[src/dbg_pkg.sv]
/* debug monitor shared types
   byte, address and count widths, command codes and uart states */
package dbg_pkg;

    typedef logic [7:0]  byte_t;   // serial, command and ram data
    typedef logic [15:0] addr_t;   // host side ram address
    typedef logic [15:0] count_t;  // command byte counts

    // host command codes, anything else decodes as nop
    typedef enum logic [7:0] {
        CMD_NOP       = 8'd0,  // code only
        CMD_ECHO      = 8'd1,  // code, value in, value out
        CMD_MEM_WRITE = 8'd2,  // code, addr hi/lo, count hi/lo, data
        CMD_MEM_READ  = 8'd3   // code, addr hi/lo, count hi/lo, fillers
    } cmd_e;

    // level of the ram read/write line
    localparam logic RW_READ  = 1'b1;
    localparam logic RW_WRITE = 1'b0;

    // frame phases for both uart directions
    typedef enum logic [1:0] {
        IDLE  = 2'd0,
        START = 2'd1,
        DATA  = 2'd2,
        STOP  = 2'd3
    } uart_state_e;

endpackage
[src/dbg_monitor_top.sv]
`timescale 1ns/100ps
/* uart debug monitor top
   receiver, command engine, local ram and transmitter in a chain */
module dbg_monitor_top #(
    parameter int CLKS_PER_BIT  = 16,
    parameter int MEM_ADDR_BITS = 8
) (
    input  logic            i_clk,
    input  logic            i_reset_n,
    input  logic            i_uart_rx,
    output logic            o_uart_tx,
    output dbg_pkg::cmd_e   o_cmd,
    output dbg_pkg::count_t o_cmd_bytes_remaining
);
    logic            rx_dv;
    dbg_pkg::byte_t  rx_byte;
    logic            tx_dv;
    dbg_pkg::byte_t  tx_byte;
    logic            tx_busy;
    logic            mem_en;
    logic            mem_rw;
    dbg_pkg::addr_t  mem_addr;
    dbg_pkg::byte_t  mem_wdata;
    dbg_pkg::byte_t  mem_rdata;

    uart_rx #(.CLKS_PER_BIT(CLKS_PER_BIT)) uart_rx_i (
        .i_clk     (i_clk),
        .i_reset_n (i_reset_n),
        .i_rx      (i_uart_rx),
        .o_rx_dv   (rx_dv),
        .o_rx_byte (rx_byte)
    );

    dbg_cmd_engine engine_i (
        .i_clk                 (i_clk),
        .i_reset_n             (i_reset_n),
        .i_rx_dv               (rx_dv),
        .i_rx_byte             (rx_byte),
        .o_tx_dv               (tx_dv),
        .o_tx_byte             (tx_byte),
        .i_tx_busy             (tx_busy),
        .o_mem_addr            (mem_addr),
        .o_mem_rw              (mem_rw),
        .o_mem_en              (mem_en),
        .o_mem_wdata           (mem_wdata),
        .i_mem_rdata           (mem_rdata),
        .o_cmd                 (o_cmd),
        .o_cmd_bytes_remaining (o_cmd_bytes_remaining)
    );

    dbg_mem #(.MEM_ADDR_BITS(MEM_ADDR_BITS)) mem_i (
        .i_clk     (i_clk),
        .i_reset_n (i_reset_n),
        .i_en      (mem_en),
        .i_rw      (mem_rw),
        .i_addr    (mem_addr),
        .i_wdata   (mem_wdata),
        .o_rdata   (mem_rdata)
    );

    uart_tx #(.CLKS_PER_BIT(CLKS_PER_BIT)) uart_tx_i (
        .i_clk     (i_clk),
        .i_reset_n (i_reset_n),
        .i_tx_dv   (tx_dv),
        .i_tx_byte (tx_byte),
        .o_tx      (o_uart_tx),
        .o_tx_busy (tx_busy)
    );

endmodule

[src/uart_tx.sv]
`timescale 1ns/100ps
/* uart transmitter
   sends one 8n1 frame per strobe, busy for the whole frame */
module uart_tx #(
    parameter int CLKS_PER_BIT = 16
) (
    input  logic           i_clk,
    input  logic           i_reset_n,
    input  logic           i_tx_dv,
    input  dbg_pkg::byte_t i_tx_byte,
    output logic           o_tx,
    output logic           o_tx_busy
);
    localparam int CNT_W = $clog2(CLKS_PER_BIT);
    localparam logic [CNT_W-1:0] BIT_END = CNT_W'(CLKS_PER_BIT - 1);

    dbg_pkg::uart_state_e state_q;
    logic [CNT_W-1:0]     cnt_q;
    logic [2:0]           bit_q;
    dbg_pkg::byte_t       shift_q;
    logic                 tx_q;

    always_ff @(posedge i_clk or negedge i_reset_n) begin
        if (!i_reset_n) begin
            state_q <= dbg_pkg::IDLE;
            cnt_q   <= '0;
            bit_q   <= '0;
            shift_q <= '0;
            tx_q    <= 1'b1;
        end else begin
            if (state_q == dbg_pkg::IDLE) begin
                cnt_q <= '0;
                bit_q <= '0;
                if (i_tx_dv) begin
                    shift_q <= i_tx_byte;
                    tx_q    <= 1'b0;  // start bit
                    state_q <= dbg_pkg::START;
                end
            end else if (cnt_q != BIT_END) begin
                cnt_q <= cnt_q + 1'b1;
            end else begin
                cnt_q <= '0;
                case (state_q)
                    dbg_pkg::START: begin
                        tx_q    <= shift_q[0];
                        state_q <= dbg_pkg::DATA;
                    end
                    dbg_pkg::DATA: begin
                        bit_q   <= bit_q + 3'd1;
                        shift_q <= shift_q >> 1;
                        if (bit_q == 3'd7) begin
                            tx_q    <= 1'b1;  // stop bit
                            state_q <= dbg_pkg::STOP;
                        end else begin
                            tx_q <= shift_q[1];
                        end
                    end
                    default: state_q <= dbg_pkg::IDLE;  // end of stop bit
                endcase
            end
        end
    end

    assign o_tx      = tx_q;
    assign o_tx_busy = (state_q != dbg_pkg::IDLE);

endmodule

[src/dbg_mem.sv]
`timescale 1ns/100ps
/* local debug ram
   byte wide, registered write and combinational read */
module dbg_mem #(
    parameter int MEM_ADDR_BITS = 8
) (
    input  logic           i_clk,
    input  logic           i_reset_n,
    input  logic           i_en,
    input  logic           i_rw,
    input  dbg_pkg::addr_t i_addr,
    input  dbg_pkg::byte_t i_wdata,
    output dbg_pkg::byte_t o_rdata
);
    localparam int DEPTH = 2 ** MEM_ADDR_BITS;

    dbg_pkg::byte_t           mem_q [DEPTH];
    logic [MEM_ADDR_BITS-1:0] idx;  // upper address bits dropped, so it wraps

    assign idx = i_addr[MEM_ADDR_BITS-1:0];

    always_ff @(posedge i_clk or negedge i_reset_n) begin
        if (!i_reset_n) begin
            for (int i = 0; i < DEPTH; i++) begin
                mem_q[i] <= '0;
            end
        end else if (i_en && i_rw == dbg_pkg::RW_WRITE) begin
            mem_q[idx] <= i_wdata;
        end
    end

    assign o_rdata = mem_q[idx];

endmodule

[src/dbg_cmd_engine.sv]
`timescale 1ns/100ps
/* debug command engine
   decodes host bytes into echo, ram write and ram read actions */
module dbg_cmd_engine (
    input  logic            i_clk,
    input  logic            i_reset_n,
    input  logic            i_rx_dv,
    input  dbg_pkg::byte_t  i_rx_byte,
    output logic            o_tx_dv,
    output dbg_pkg::byte_t  o_tx_byte,
    input  logic            i_tx_busy,
    output dbg_pkg::addr_t  o_mem_addr,
    output logic            o_mem_rw,
    output logic            o_mem_en,
    output dbg_pkg::byte_t  o_mem_wdata,
    input  dbg_pkg::byte_t  i_mem_rdata,
    output dbg_pkg::cmd_e   o_cmd,
    output dbg_pkg::count_t o_cmd_bytes_remaining
);
    localparam logic [2:0] HDR_DONE = 3'd4;  // byte index of first payload byte

    dbg_pkg::cmd_e   cmd_q;
    dbg_pkg::count_t remaining_q;
    logic [2:0]      idx_q;    // saturates at HDR_DONE
    logic            rx_dv_q;  // second cycle of a byte
    logic            data_q;   // that byte was payload
    logic            tx_dv_q;
    dbg_pkg::byte_t  tx_byte_q;
    dbg_pkg::addr_t  addr_q;
    logic            mem_rw_q;
    logic            mem_en_q;
    dbg_pkg::byte_t  wdata_q;

    always_ff @(posedge i_clk or negedge i_reset_n) begin
        if (!i_reset_n) begin
            cmd_q       <= dbg_pkg::CMD_NOP;
            remaining_q <= '0;
            idx_q       <= '0;
            rx_dv_q     <= 1'b0;
            data_q      <= 1'b0;
            tx_dv_q     <= 1'b0;
            tx_byte_q   <= '0;
            addr_q      <= '0;
            mem_rw_q    <= dbg_pkg::RW_READ;
            mem_en_q    <= 1'b0;
            wdata_q     <= '0;
        end else begin
            tx_dv_q <= 1'b0;
            rx_dv_q <= i_rx_dv;
            data_q  <= 1'b0;

            if (i_rx_dv) begin
                if (remaining_q == '0) begin
                    // new command
                    idx_q <= '0;
                    case (i_rx_byte)
                        dbg_pkg::CMD_ECHO: begin
                            cmd_q       <= dbg_pkg::CMD_ECHO;
                            remaining_q <= 16'd2;  // value in, value out
                        end
                        dbg_pkg::CMD_MEM_WRITE,
                        dbg_pkg::CMD_MEM_READ: begin
                            cmd_q       <= dbg_pkg::cmd_e'(i_rx_byte);
                            remaining_q <= 16'd4;  // header, count added later
                        end
                        default: begin
                            cmd_q       <= dbg_pkg::CMD_NOP;
                            remaining_q <= '0;
                        end
                    endcase
                end else begin
                    remaining_q <= remaining_q - 16'd1;
                    if (idx_q != HDR_DONE) begin
                        idx_q <= idx_q + 3'd1;
                    end
                    case (cmd_q)
                        dbg_pkg::CMD_ECHO: begin
                            tx_byte_q <= i_rx_byte;
                            data_q    <= 1'b1;
                        end
                        dbg_pkg::CMD_MEM_WRITE,
                        dbg_pkg::CMD_MEM_READ: begin
                            case (idx_q)
                                3'd0: addr_q[15:8] <= i_rx_byte;
                                3'd1: addr_q[7:0]  <= i_rx_byte;
                                3'd2: remaining_q <= remaining_q + {i_rx_byte, 8'h00} - 16'd1;
                                3'd3: remaining_q <= remaining_q + {8'h00, i_rx_byte} - 16'd1;
                                default: begin
                                    // payload byte, one ram access
                                    mem_en_q <= 1'b1;
                                    mem_rw_q <= (cmd_q == dbg_pkg::CMD_MEM_WRITE) ?
                                                dbg_pkg::RW_WRITE : dbg_pkg::RW_READ;
                                    wdata_q  <= i_rx_byte;
                                    data_q   <= 1'b1;
                                end
                            endcase
                        end
                        default: begin
                        end
                    endcase
                end
            end else if (rx_dv_q) begin
                mem_en_q <= 1'b0;
                mem_rw_q <= dbg_pkg::RW_READ;
                if (remaining_q == '0) begin
                    cmd_q <= dbg_pkg::CMD_NOP;
                end
                if (data_q) begin
                    case (cmd_q)
                        dbg_pkg::CMD_ECHO: begin
                            // the reply counts as the last byte
                            tx_dv_q     <= 1'b1;
                            remaining_q <= '0;
                            cmd_q       <= dbg_pkg::CMD_NOP;
                        end
                        dbg_pkg::CMD_MEM_WRITE: addr_q <= addr_q + 16'd1;
                        dbg_pkg::CMD_MEM_READ: begin
                            tx_byte_q <= i_mem_rdata;  // ram answers this cycle
                            tx_dv_q   <= 1'b1;
                            addr_q    <= addr_q + 16'd1;
                        end
                        default: begin
                        end
                    endcase
                end
            end
        end
    end

    assign o_cmd                 = cmd_q;
    assign o_cmd_bytes_remaining = remaining_q;
    assign o_tx_dv     = tx_dv_q;
    assign o_tx_byte   = tx_dv_q ? tx_byte_q : '0;
    assign o_mem_en    = mem_en_q;
    assign o_mem_rw    = mem_rw_q;
    assign o_mem_addr  = mem_en_q ? addr_q : '0;
    assign o_mem_wdata = (mem_en_q && mem_rw_q == dbg_pkg::RW_WRITE) ? wdata_q : '0;

    // host pacing must leave the transmitter idle for every reply
    a_tx_not_busy: assert property (@(posedge i_clk) disable iff (!i_reset_n)
        !(o_tx_dv && i_tx_busy));

    // one ram access per received byte
    a_mem_en_single: assert property (@(posedge i_clk) disable iff (!i_reset_n)
        o_mem_en |=> !o_mem_en);

endmodule

[src/uart_rx.sv]
`timescale 1ns/100ps
/* uart receiver
   oversamples the serial line and strobes out each good byte */
module uart_rx #(
    parameter int CLKS_PER_BIT = 16
) (
    input  logic           i_clk,
    input  logic           i_reset_n,
    input  logic           i_rx,
    output logic           o_rx_dv,
    output dbg_pkg::byte_t o_rx_byte
);
    localparam int CNT_W = $clog2(CLKS_PER_BIT);
    localparam logic [CNT_W-1:0] BIT_END  = CNT_W'(CLKS_PER_BIT - 1);
    localparam logic [CNT_W-1:0] HALF_BIT = CNT_W'(CLKS_PER_BIT / 2 - 1);

    logic [1:0]           rx_sync_q;  // two flops on the async line
    dbg_pkg::uart_state_e state_q;
    logic [CNT_W-1:0]     cnt_q;
    logic [2:0]           bit_q;
    dbg_pkg::byte_t       shift_q;
    logic                 rx_dv_q;

    always_ff @(posedge i_clk or negedge i_reset_n) begin
        if (!i_reset_n) begin
            rx_sync_q <= 2'b11;  // line idles high
            state_q   <= dbg_pkg::IDLE;
            cnt_q     <= '0;
            bit_q     <= '0;
            shift_q   <= '0;
            rx_dv_q   <= 1'b0;
        end else begin
            rx_sync_q <= {rx_sync_q[0], i_rx};
            rx_dv_q   <= 1'b0;
            case (state_q)
                dbg_pkg::IDLE: begin
                    cnt_q <= '0;
                    if (!rx_sync_q[1]) begin
                        state_q <= dbg_pkg::START;
                    end
                end
                dbg_pkg::START: begin
                    if (cnt_q == HALF_BIT) begin
                        cnt_q   <= '0;
                        bit_q   <= '0;
                        // still low at mid start bit, else just a glitch
                        state_q <= rx_sync_q[1] ? dbg_pkg::IDLE : dbg_pkg::DATA;
                    end else begin
                        cnt_q <= cnt_q + 1'b1;
                    end
                end
                dbg_pkg::DATA: begin
                    if (cnt_q == BIT_END) begin
                        cnt_q   <= '0;
                        shift_q <= {rx_sync_q[1], shift_q[7:1]};  // lsb first
                        bit_q   <= bit_q + 3'd1;
                        if (bit_q == 3'd7) begin
                            state_q <= dbg_pkg::STOP;
                        end
                    end else begin
                        cnt_q <= cnt_q + 1'b1;
                    end
                end
                dbg_pkg::STOP: begin
                    if (cnt_q == BIT_END) begin
                        cnt_q   <= '0;
                        rx_dv_q <= rx_sync_q[1];  // low stop bit drops the byte
                        state_q <= dbg_pkg::IDLE;
                    end else begin
                        cnt_q <= cnt_q + 1'b1;
                    end
                end
                default: state_q <= dbg_pkg::IDLE;
            endcase
        end
    end

    assign o_rx_dv   = rx_dv_q;
    assign o_rx_byte = shift_q;

endmodule

[config.mk]
export PLATFORM = sky130hd
export DESIGN_NAME = dbg_monitor_top
export DESIGN_NICKNAME = d
export VERILOG_FILES = /design/src/dbg_pkg.sv /design/src/dbg_monitor_top.sv /design/src/uart_tx.sv /design/src/dbg_mem.sv /design/src/dbg_cmd_engine.sv /design/src/uart_rx.sv
export SDC_FILE = /design/constraint.sdc
export NUM_CORES = 2
export LEC_CHECK = 0
export BUFFER_PORTS_ARGS = -buffer_cell sky130_fd_sc_hd__buf_2
export CAP_MARGIN = 0
export CORE_MARGIN = 5
export CORE_UTILIZATION = 35
export CTS_BUF_LIST = sky130_fd_sc_hd__clkbuf_2 sky130_fd_sc_hd__clkbuf_4 sky130_fd_sc_hd__clkbuf_8
export DETAILED_ROUTE_END_ITERATION = 7
export PLACE_DENSITY = 0.47
export SLEW_MARGIN = 30
export SYNTH_ARGS = -nofsm -noshare
export SYNTH_HDL_FRONTEND = slang
export SYNTH_SLANG_ARGS = --single-unit
[constraint.sdc]
create_clock -name i_clk -period 6.3 [get_ports i_clk]
set_input_delay 1.26 -clock i_clk [delete_from_list [all_inputs] [get_ports i_clk]]
set_output_delay 1.26 -clock i_clk [all_outputs]
set_load 0.05 [all_outputs]
; ---- Yosys cells after proc, flatten, opt, wreduce, memory -nomap -nowiden
; Index checks and enable logic that the tools add are counted.
[totals]
regBits = 2150
in_bits = 3
output_inout_bits = 25
wordCells = 458
[classes]
addsub = 11
n_lt_le_gt_ge = 2
eq_ne = 36
mux = 92
n_bitwise = 4
n_reduce_logical = 34
[ops]
columns = operator, count
row1 = $bwmux W2048, 1
row2 = $mux W16, 12
row3 = $mux W8, 23
row4 = $bmux W8 S8, 1
row5 = $demux W8 S8, 1
row6 = $sub A16 B1 Y16 const B, 3
row7 = $eq A8 B2 Y1 const B, 4
row8 = $pmux W16 S2, 1
row9 = $mux W1, 24
row10 = $mux W3, 7
row11 = $mux W2, 10
row12 = $ne A2 B1 Y1 const B, 9
row13 = $add A16 B1 Y16 const B, 1
row14 = $add A16 B16 Y16, 1
row15 = $add A16 B8 Y16, 1
row16 = $eq A8 B1 Y1 const B, 2
row17 = $logic_not A16 Y1, 1
row18 = $mux W4, 4
row19 = $pmux W8 S2, 1
row20 = $reduce_and A3 Y1, 5
row21 = $reduce_bool A2 Y1, 7
row22 = $ne A2 B2 Y1 const B, 6
row23 = $pmux W3 S2, 2
row24 = $pmux W4 S3, 1
row25 = other kinds (29), 51

; ---- Longest topological paths before layout
[depth]
ltp_word = 9
ltp_mapped = 13
mapped_depth_nobuf = 13

; ---- By module
; From an unflattened synthesis, not the netlist that was laid out.
[hier_totals]
cells_unflattened = 6620
area_unflattened_um2 = 99362.8
[modules_own_cells]
columns = mod, instances, cells_per_inst, area_per_inst_um2, seq_area_each_um2
row1 = dbg_mem, 1, 5816, 92022.0, 51249.2
row2 = dbg_cmd_engine, 1, 650, 5452.7, 1602.8
row3 = uart_rx, 1, 74, 947.2, 503.0
row4 = uart_tx, 1, 80, 940.9, 451.7

; ---- Worst setup path before layout
; Ideal clock, no wire load.
[synth_path]
path_type = register to register
from = register engine_i.remaining_q[1] (netlist: engine_i.o_cmd_bytes_remaining[1])
to = register engine_i.remaining_q[15] (netlist: engine_i.o_cmd_bytes_remaining[15])
setup_time_ns = 0.087
t_arrival_ns = 3.554
required_time_ns = 6.213
slack_ns = 2.659
path_stages_with_launch = 14
path_buffers = 0
cell_sequence = dfrtp_1 -> inv_1 -> ha_1 -> inv_1 -> ha_1 -> fa_1 -> a211oi_1 -> o21ai_0 -> a311oi_1 -> nor2_1 -> o41ai_1 -> nand3_1 -> o2111a_1 -> o211ai_1
[synth_via]
elab_chain_len = 6
elab_cells_between_ends = 10
[synth_rtl]
columns = item, line
row1 = from (decl), dbg_cmd_engine.sv:23  ; dbg_pkg::count_t remaining_q;
row2 = from (signal assigned), dbg_cmd_engine.sv:72  ; remaining_q <= remaining_q - 16'd1;
row3 = from (signal assigned), dbg_cmd_engine.sv:86  ; 3'd2: remaining_q <= remaining_q + {i_rx_byte, 8'h00} - 16'd1;
row4 = from (signal assigned), dbg_cmd_engine.sv:87  ; 3'd3: remaining_q <= remaining_q + {8'h00, i_rx_byte} - 16'd1;
row5 = $add A16 B8 Y16 / $add A16 B16 Y16 (equally long branches), "dbg_cmd_engine.sv:87, dbg_cmd_engine.sv:86"
row6 = $sub A16 B1 Y16 (on tied branches), "dbg_cmd_engine.sv:87, dbg_cmd_engine.sv:86"
row7 = $pmux W16 S2, dbg_cmd_engine.sv:83  ; case (idx_q)
row8 = $mux W16, dbg_cmd_engine.sv:76  ; case (cmd_q)
row9 = $mux W16 (*), dbg_cmd_engine.sv:53  ; if (remaining_q == '0) begin
row10 = $mux W16 (*), dbg_cmd_engine.sv:52  ; if (i_rx_dv) begin
; Every way passes the cells marked *; elsewhere a longest branch is shown, timed or not.
; A chain may end at the register's enable or synchronous reset.

; ---- Worst setup path after layout
[layout_path]
from = register engine_i.addr_q[1]
to = register engine_i.tx_byte_q[3]
[layout_via]
elab_chain_len = 9
[layout_rtl]
columns = item, line
row1 = from (decl), dbg_cmd_engine.sv:29  ; dbg_pkg::addr_t addr_q;
row2 = from (signal assigned), dbg_cmd_engine.sv:85  ; 3'd1: addr_q[7:0] <= i_rx_byte;
row3 = from (signal assigned), dbg_cmd_engine.sv:116  ; dbg_pkg::CMD_MEM_WRITE: addr_q <= addr_q + 16'd1;
row4 = from (signal assigned), dbg_cmd_engine.sv:120  ; addr_q <= addr_q + 16'd1;
row5 = $mux W8, dbg_cmd_engine.sv:136  ; assign o_mem_addr = mem_en_q ? addr_q : '0;
row6 = $not A8 Y9 (not written as such), dbg_mem.sv:32  ; assign o_rdata = mem_q[idx];
row7 = $bmux W8 S8, dbg_mem.sv:32
row8 = $mux W8 (not written as such) (2 in a row), dbg_mem.sv:32
row9 = $mux W8, dbg_cmd_engine.sv:109  ; case (cmd_q)
row10 = $mux W8, dbg_cmd_engine.sv:108  ; if (data_q) begin
row11 = $mux W8, dbg_cmd_engine.sv:102  ; end else if (rx_dv_q) begin
row12 = $mux W8, dbg_cmd_engine.sv:52
row13 = to (signal assigned), dbg_cmd_engine.sv:78  ; tx_byte_q <= i_rx_byte;
row14 = to (signal assigned), dbg_cmd_engine.sv:118  ; tx_byte_q <= i_mem_rdata;
row15 = to (decl), dbg_cmd_engine.sv:28  ; dbg_pkg::byte_t tx_byte_q;
; No other way between the ends. The select of a mux whose other input is x is not followed.

==> reports/qor.yml <==
crit_path_max_fanout: 48
fin_area_um2: 111000
nNetsFinal: 9527
insertion_delay_ps: 1060
final_cell_count_no_fill: 13500
maxSlewViolCount: 0
totalWireLength_mm: 378
clock_sinks: 2142
final_cell_mix: "2,127 x dfrtp_1, 1,975 x nand2_1, 1,818 x o21ai_0"
reg2regPathDepth: 10
maxCapViolations: 0
row_count: 194
route.detailed.wl_per_inst_um: 28.0
finalWorstSetupSlack_ps: 1700
cp_cell_sequence: "buf_4 > buf_4 > mux4_2 > a22o_1 > o21ai_0 > o21ai_0 > buf_4 > nor4_1 > buf_4 > a21oi_1"
placed_area_um2: 103000
ios: 28
viasPerCell: 5.68
slowest_delay_ps: 730
grt_first_pass_wirelength_mm: 550
worst_ir_drop_vdd_mv: 0.164
synthArstFlopShare_pct: 100
die_area_um2: 291000
hold_ws_ps: 174
grt_pass1_vias: 76000
cts_hold_buf: 0
post-route-drc-count: 3
ant_nets: 0
critPathKind: "register to register"
path_clk_slew_ps: 60
worst_ep_arrival_time_ps: 5530
reg2reg_slack_ps: 1700
syn_avg_cell_area_um2: 10.3
coreArea_um2: 279000
gp_congestion: 0.890
dp_slack_ps: 1760
fillers: 27300
grt_max_degree: 170
final_common_cell: "dfrtp_1"
hpwl_mm: 236
vias: 76500
cts-buffers-inserted: 385
cp-end-kind: "register"
grt-ovfl-total: 0
htree_levels: 5
cts_root_buffer: "clkbuf_8"
startpoint_type: "register"
max_freq_ghz: 0.217
cts_resized: 0
die_w_um: 540
post_cts_buffers: 0
dp.cells: 12800
fin_skew_ps: 111
dr.first_iter.drc_count: 7911
drive_gt1_share_pct: 20.4
status: "complete, but fails checks"
antenna_found_initial: 25
cp.required_ps: 7230
syn_to_final_growth_pct: 13.1
synth_top_flop_cell: "dfrtp_1"
synthCells: 9518
dr.pass1.iters: 8
reg2reg_from: "engine_i.addr_q[1]"
fin_util_pct: 39.8
grt_use_total_pct: 25.3
syn_nets: 9602
min_path_type: "input pin to asynchronous set/reset pin"
rsz0062_at_grt: "false"
io_buffers: 27
worst_pin_slew_ps: 1090
cts_tree: "built"
tns_ps: 0
seq_area_frac_synth_pct: 54.6
synthDistinctLibCells: 86
ys_seq_elements: 2142
max-slew-margin-rel_pct: 27.5
power.leakage_nw: 47.7
synth_edf_count: 0
path_common_cell: "buf_4"
post-route-period-util_pct: 73.0
violations: "DRC"
yosysWarningCount: 0
die-height_um: 540
syn-cell-area_um2: 98200
setup_violations: 0
start_util_pct: 35.2
hold_viol_final: 0
timing.final.crit_period_ps: 4600
clockBufferDepth: 4
power.total_mw: 28.2
p_per_area_nw_per_um2: 254
reg2reg_to: "engine_i.tx_byte_q[3]"
cpMaxStageDelayCell: "buf_4"
## metal layers
| layer | routed length (um) | track usage [%] | share of wire [%] | vias up |
|---|---|---|---|---|
| met4 | 15600 | 9.77 | 4.1 | 4 |
| met3 | 28900 | 5.36 | 7.6 | 675 |
| met1 | 165000 | 35.1 | 44 | 39000 |
| met5 | 35 | 0 | 0.0093 | - |
| li1 | - | - | - | 33800 |
| met2 | 168000 | 38.9 | 45 | 2985 |
## cells by family (layout without fill, tap and decap cells)
logic type                 count (synthesis)  count (layout)  synth area share, %
and+or+nand+nor                         2516            2516                 10.5
buffers and inverters                    910            1121                 3.94
xor gates and xnor gates                  25              25                0.223
adders and majority gates                 81              81                 1.05
muxes                                   1049            1049                 12.7
AOI/OAI and AO/OA                       2795            2795                 16.9
DFF                                     2142            2142                 54.6
other                                      0              17                    0
## sequential cells by signal, summed over array words and instances (netlist names), 2 cells and up, named ones only
| signal | count |
|---|---|
| uart_rx_i.cnt_q | 4 |
| uart_tx_i.shift_q | 8 |
| uart_tx_i.state_q | 2 |
| engine_i.o_cmd_bytes_remaining | 16 |
| uart_rx_i.bit_q | 3 |
| engine_i.addr_q | 8 |
| engine_i.wdata_q | 8 |
| engine_i.idx_q | 3 |
| uart_tx_i.bit_q | 3 |
| engine_i.o_cmd | 8 |
| uart_rx_i.rx_sync_q | 2 |
| mem_i.mem_q | 2048 |
| engine_i.tx_byte_q | 8 |
| uart_rx_i.o_rx_byte | 8 |
| uart_tx_i.cnt_q | 4 |
## cells in the mapped netlist (10+ instances only)
library cell  count  area share [%]
dfrtp_1        2138              54
a222oi_1        195             2.0
a21o_1           12           0.092
nand3b_1         56            0.43
mux4_2           80             1.8
a211oi_1         16            0.12
a21oi_1         168            0.86
a221oi_1         36            0.32
nor2_1          188            0.72
nand2b_1         86            0.55
xnor2_1          19            0.17
o22ai_1         156            0.99
and3_1           11           0.070
nor4_1           18            0.11
o31ai_1          12           0.092
o21ai_0        1821             9.3
buf_4            37            0.28
a22oi_1          38            0.29
nand4_1          12           0.076
o211ai_1         14            0.11
nor2b_1          19            0.12
nand2_1        1986             7.6
nand3_1          35            0.18
buf_2           186            0.95
o22a_1           10           0.089
a22o_1           18            0.16
nor2_2           12           0.076
buf_1            31            0.12
mux2i_1         167             1.7
ha_1             79             1.0
buf_6            10            0.11
o21a_1           31            0.24
o221ai_1        112             1.0
a31oi_1          55            0.35
mux2_2          794             9.1
a221o_1          37            0.38
nor3_1           40            0.20
clkbuf_1        546             2.1
inv_1            97            0.37
## power by group
group / switching (mW) / internal [mW]
combinational: 0.347 / 0.0637
sequential: 0.0119 / 13.8
clock: 6.13 / 7.88
total: 6.49 / 21.7
## worst max path at each step
stage | startpoint | to | slack [ps] | cells past startpoint
after floorplan | engine_i.o_cmd_bytes_remaining[1] | engine_i.o_cmd_bytes_remaining[15] | 2660 | 13
after global placement | engine_i.addr_q[1] | engine_i.tx_byte_q[3] | 1850 | 10
after detailed placement | engine_i.addr_q[1] | engine_i.tx_byte_q[3] | 1760 | 10
after CTS | engine_i.addr_q[1] | engine_i.tx_byte_q[3] | 1760 | 10
after global routing | engine_i.addr_q[1] | engine_i.tx_byte_q[3] | 1590 | 10
final | engine_i.addr_q[1] | engine_i.tx_byte_q[3] | 1700 | 10
## final cells by class
class	count	area [um^2]	share of cell area (%)
sequential	2142	53600	48.3
multi-input combinational	6466	41000	36.9
clock buffer	621	7780	7.00
tap	3724	4660	4.19
timing repair buffer	350	3130	2.82
clock inverter	52	418	0.376
inverter	98	375	0.338
antenna	17	42.5	0.0383
## worst max-delay path, delay by kind of cell, from the launching register on
kind / cells / cell delay [ps]
AOI/OAI and AO/OA: 4 / 1160
buffers and inverters: 4 / 1740
muxes: 1 / 600
DFF: 1 / 660
and+or+nand+nor: 1 / 300
Power figures use the tool's default switching activity.
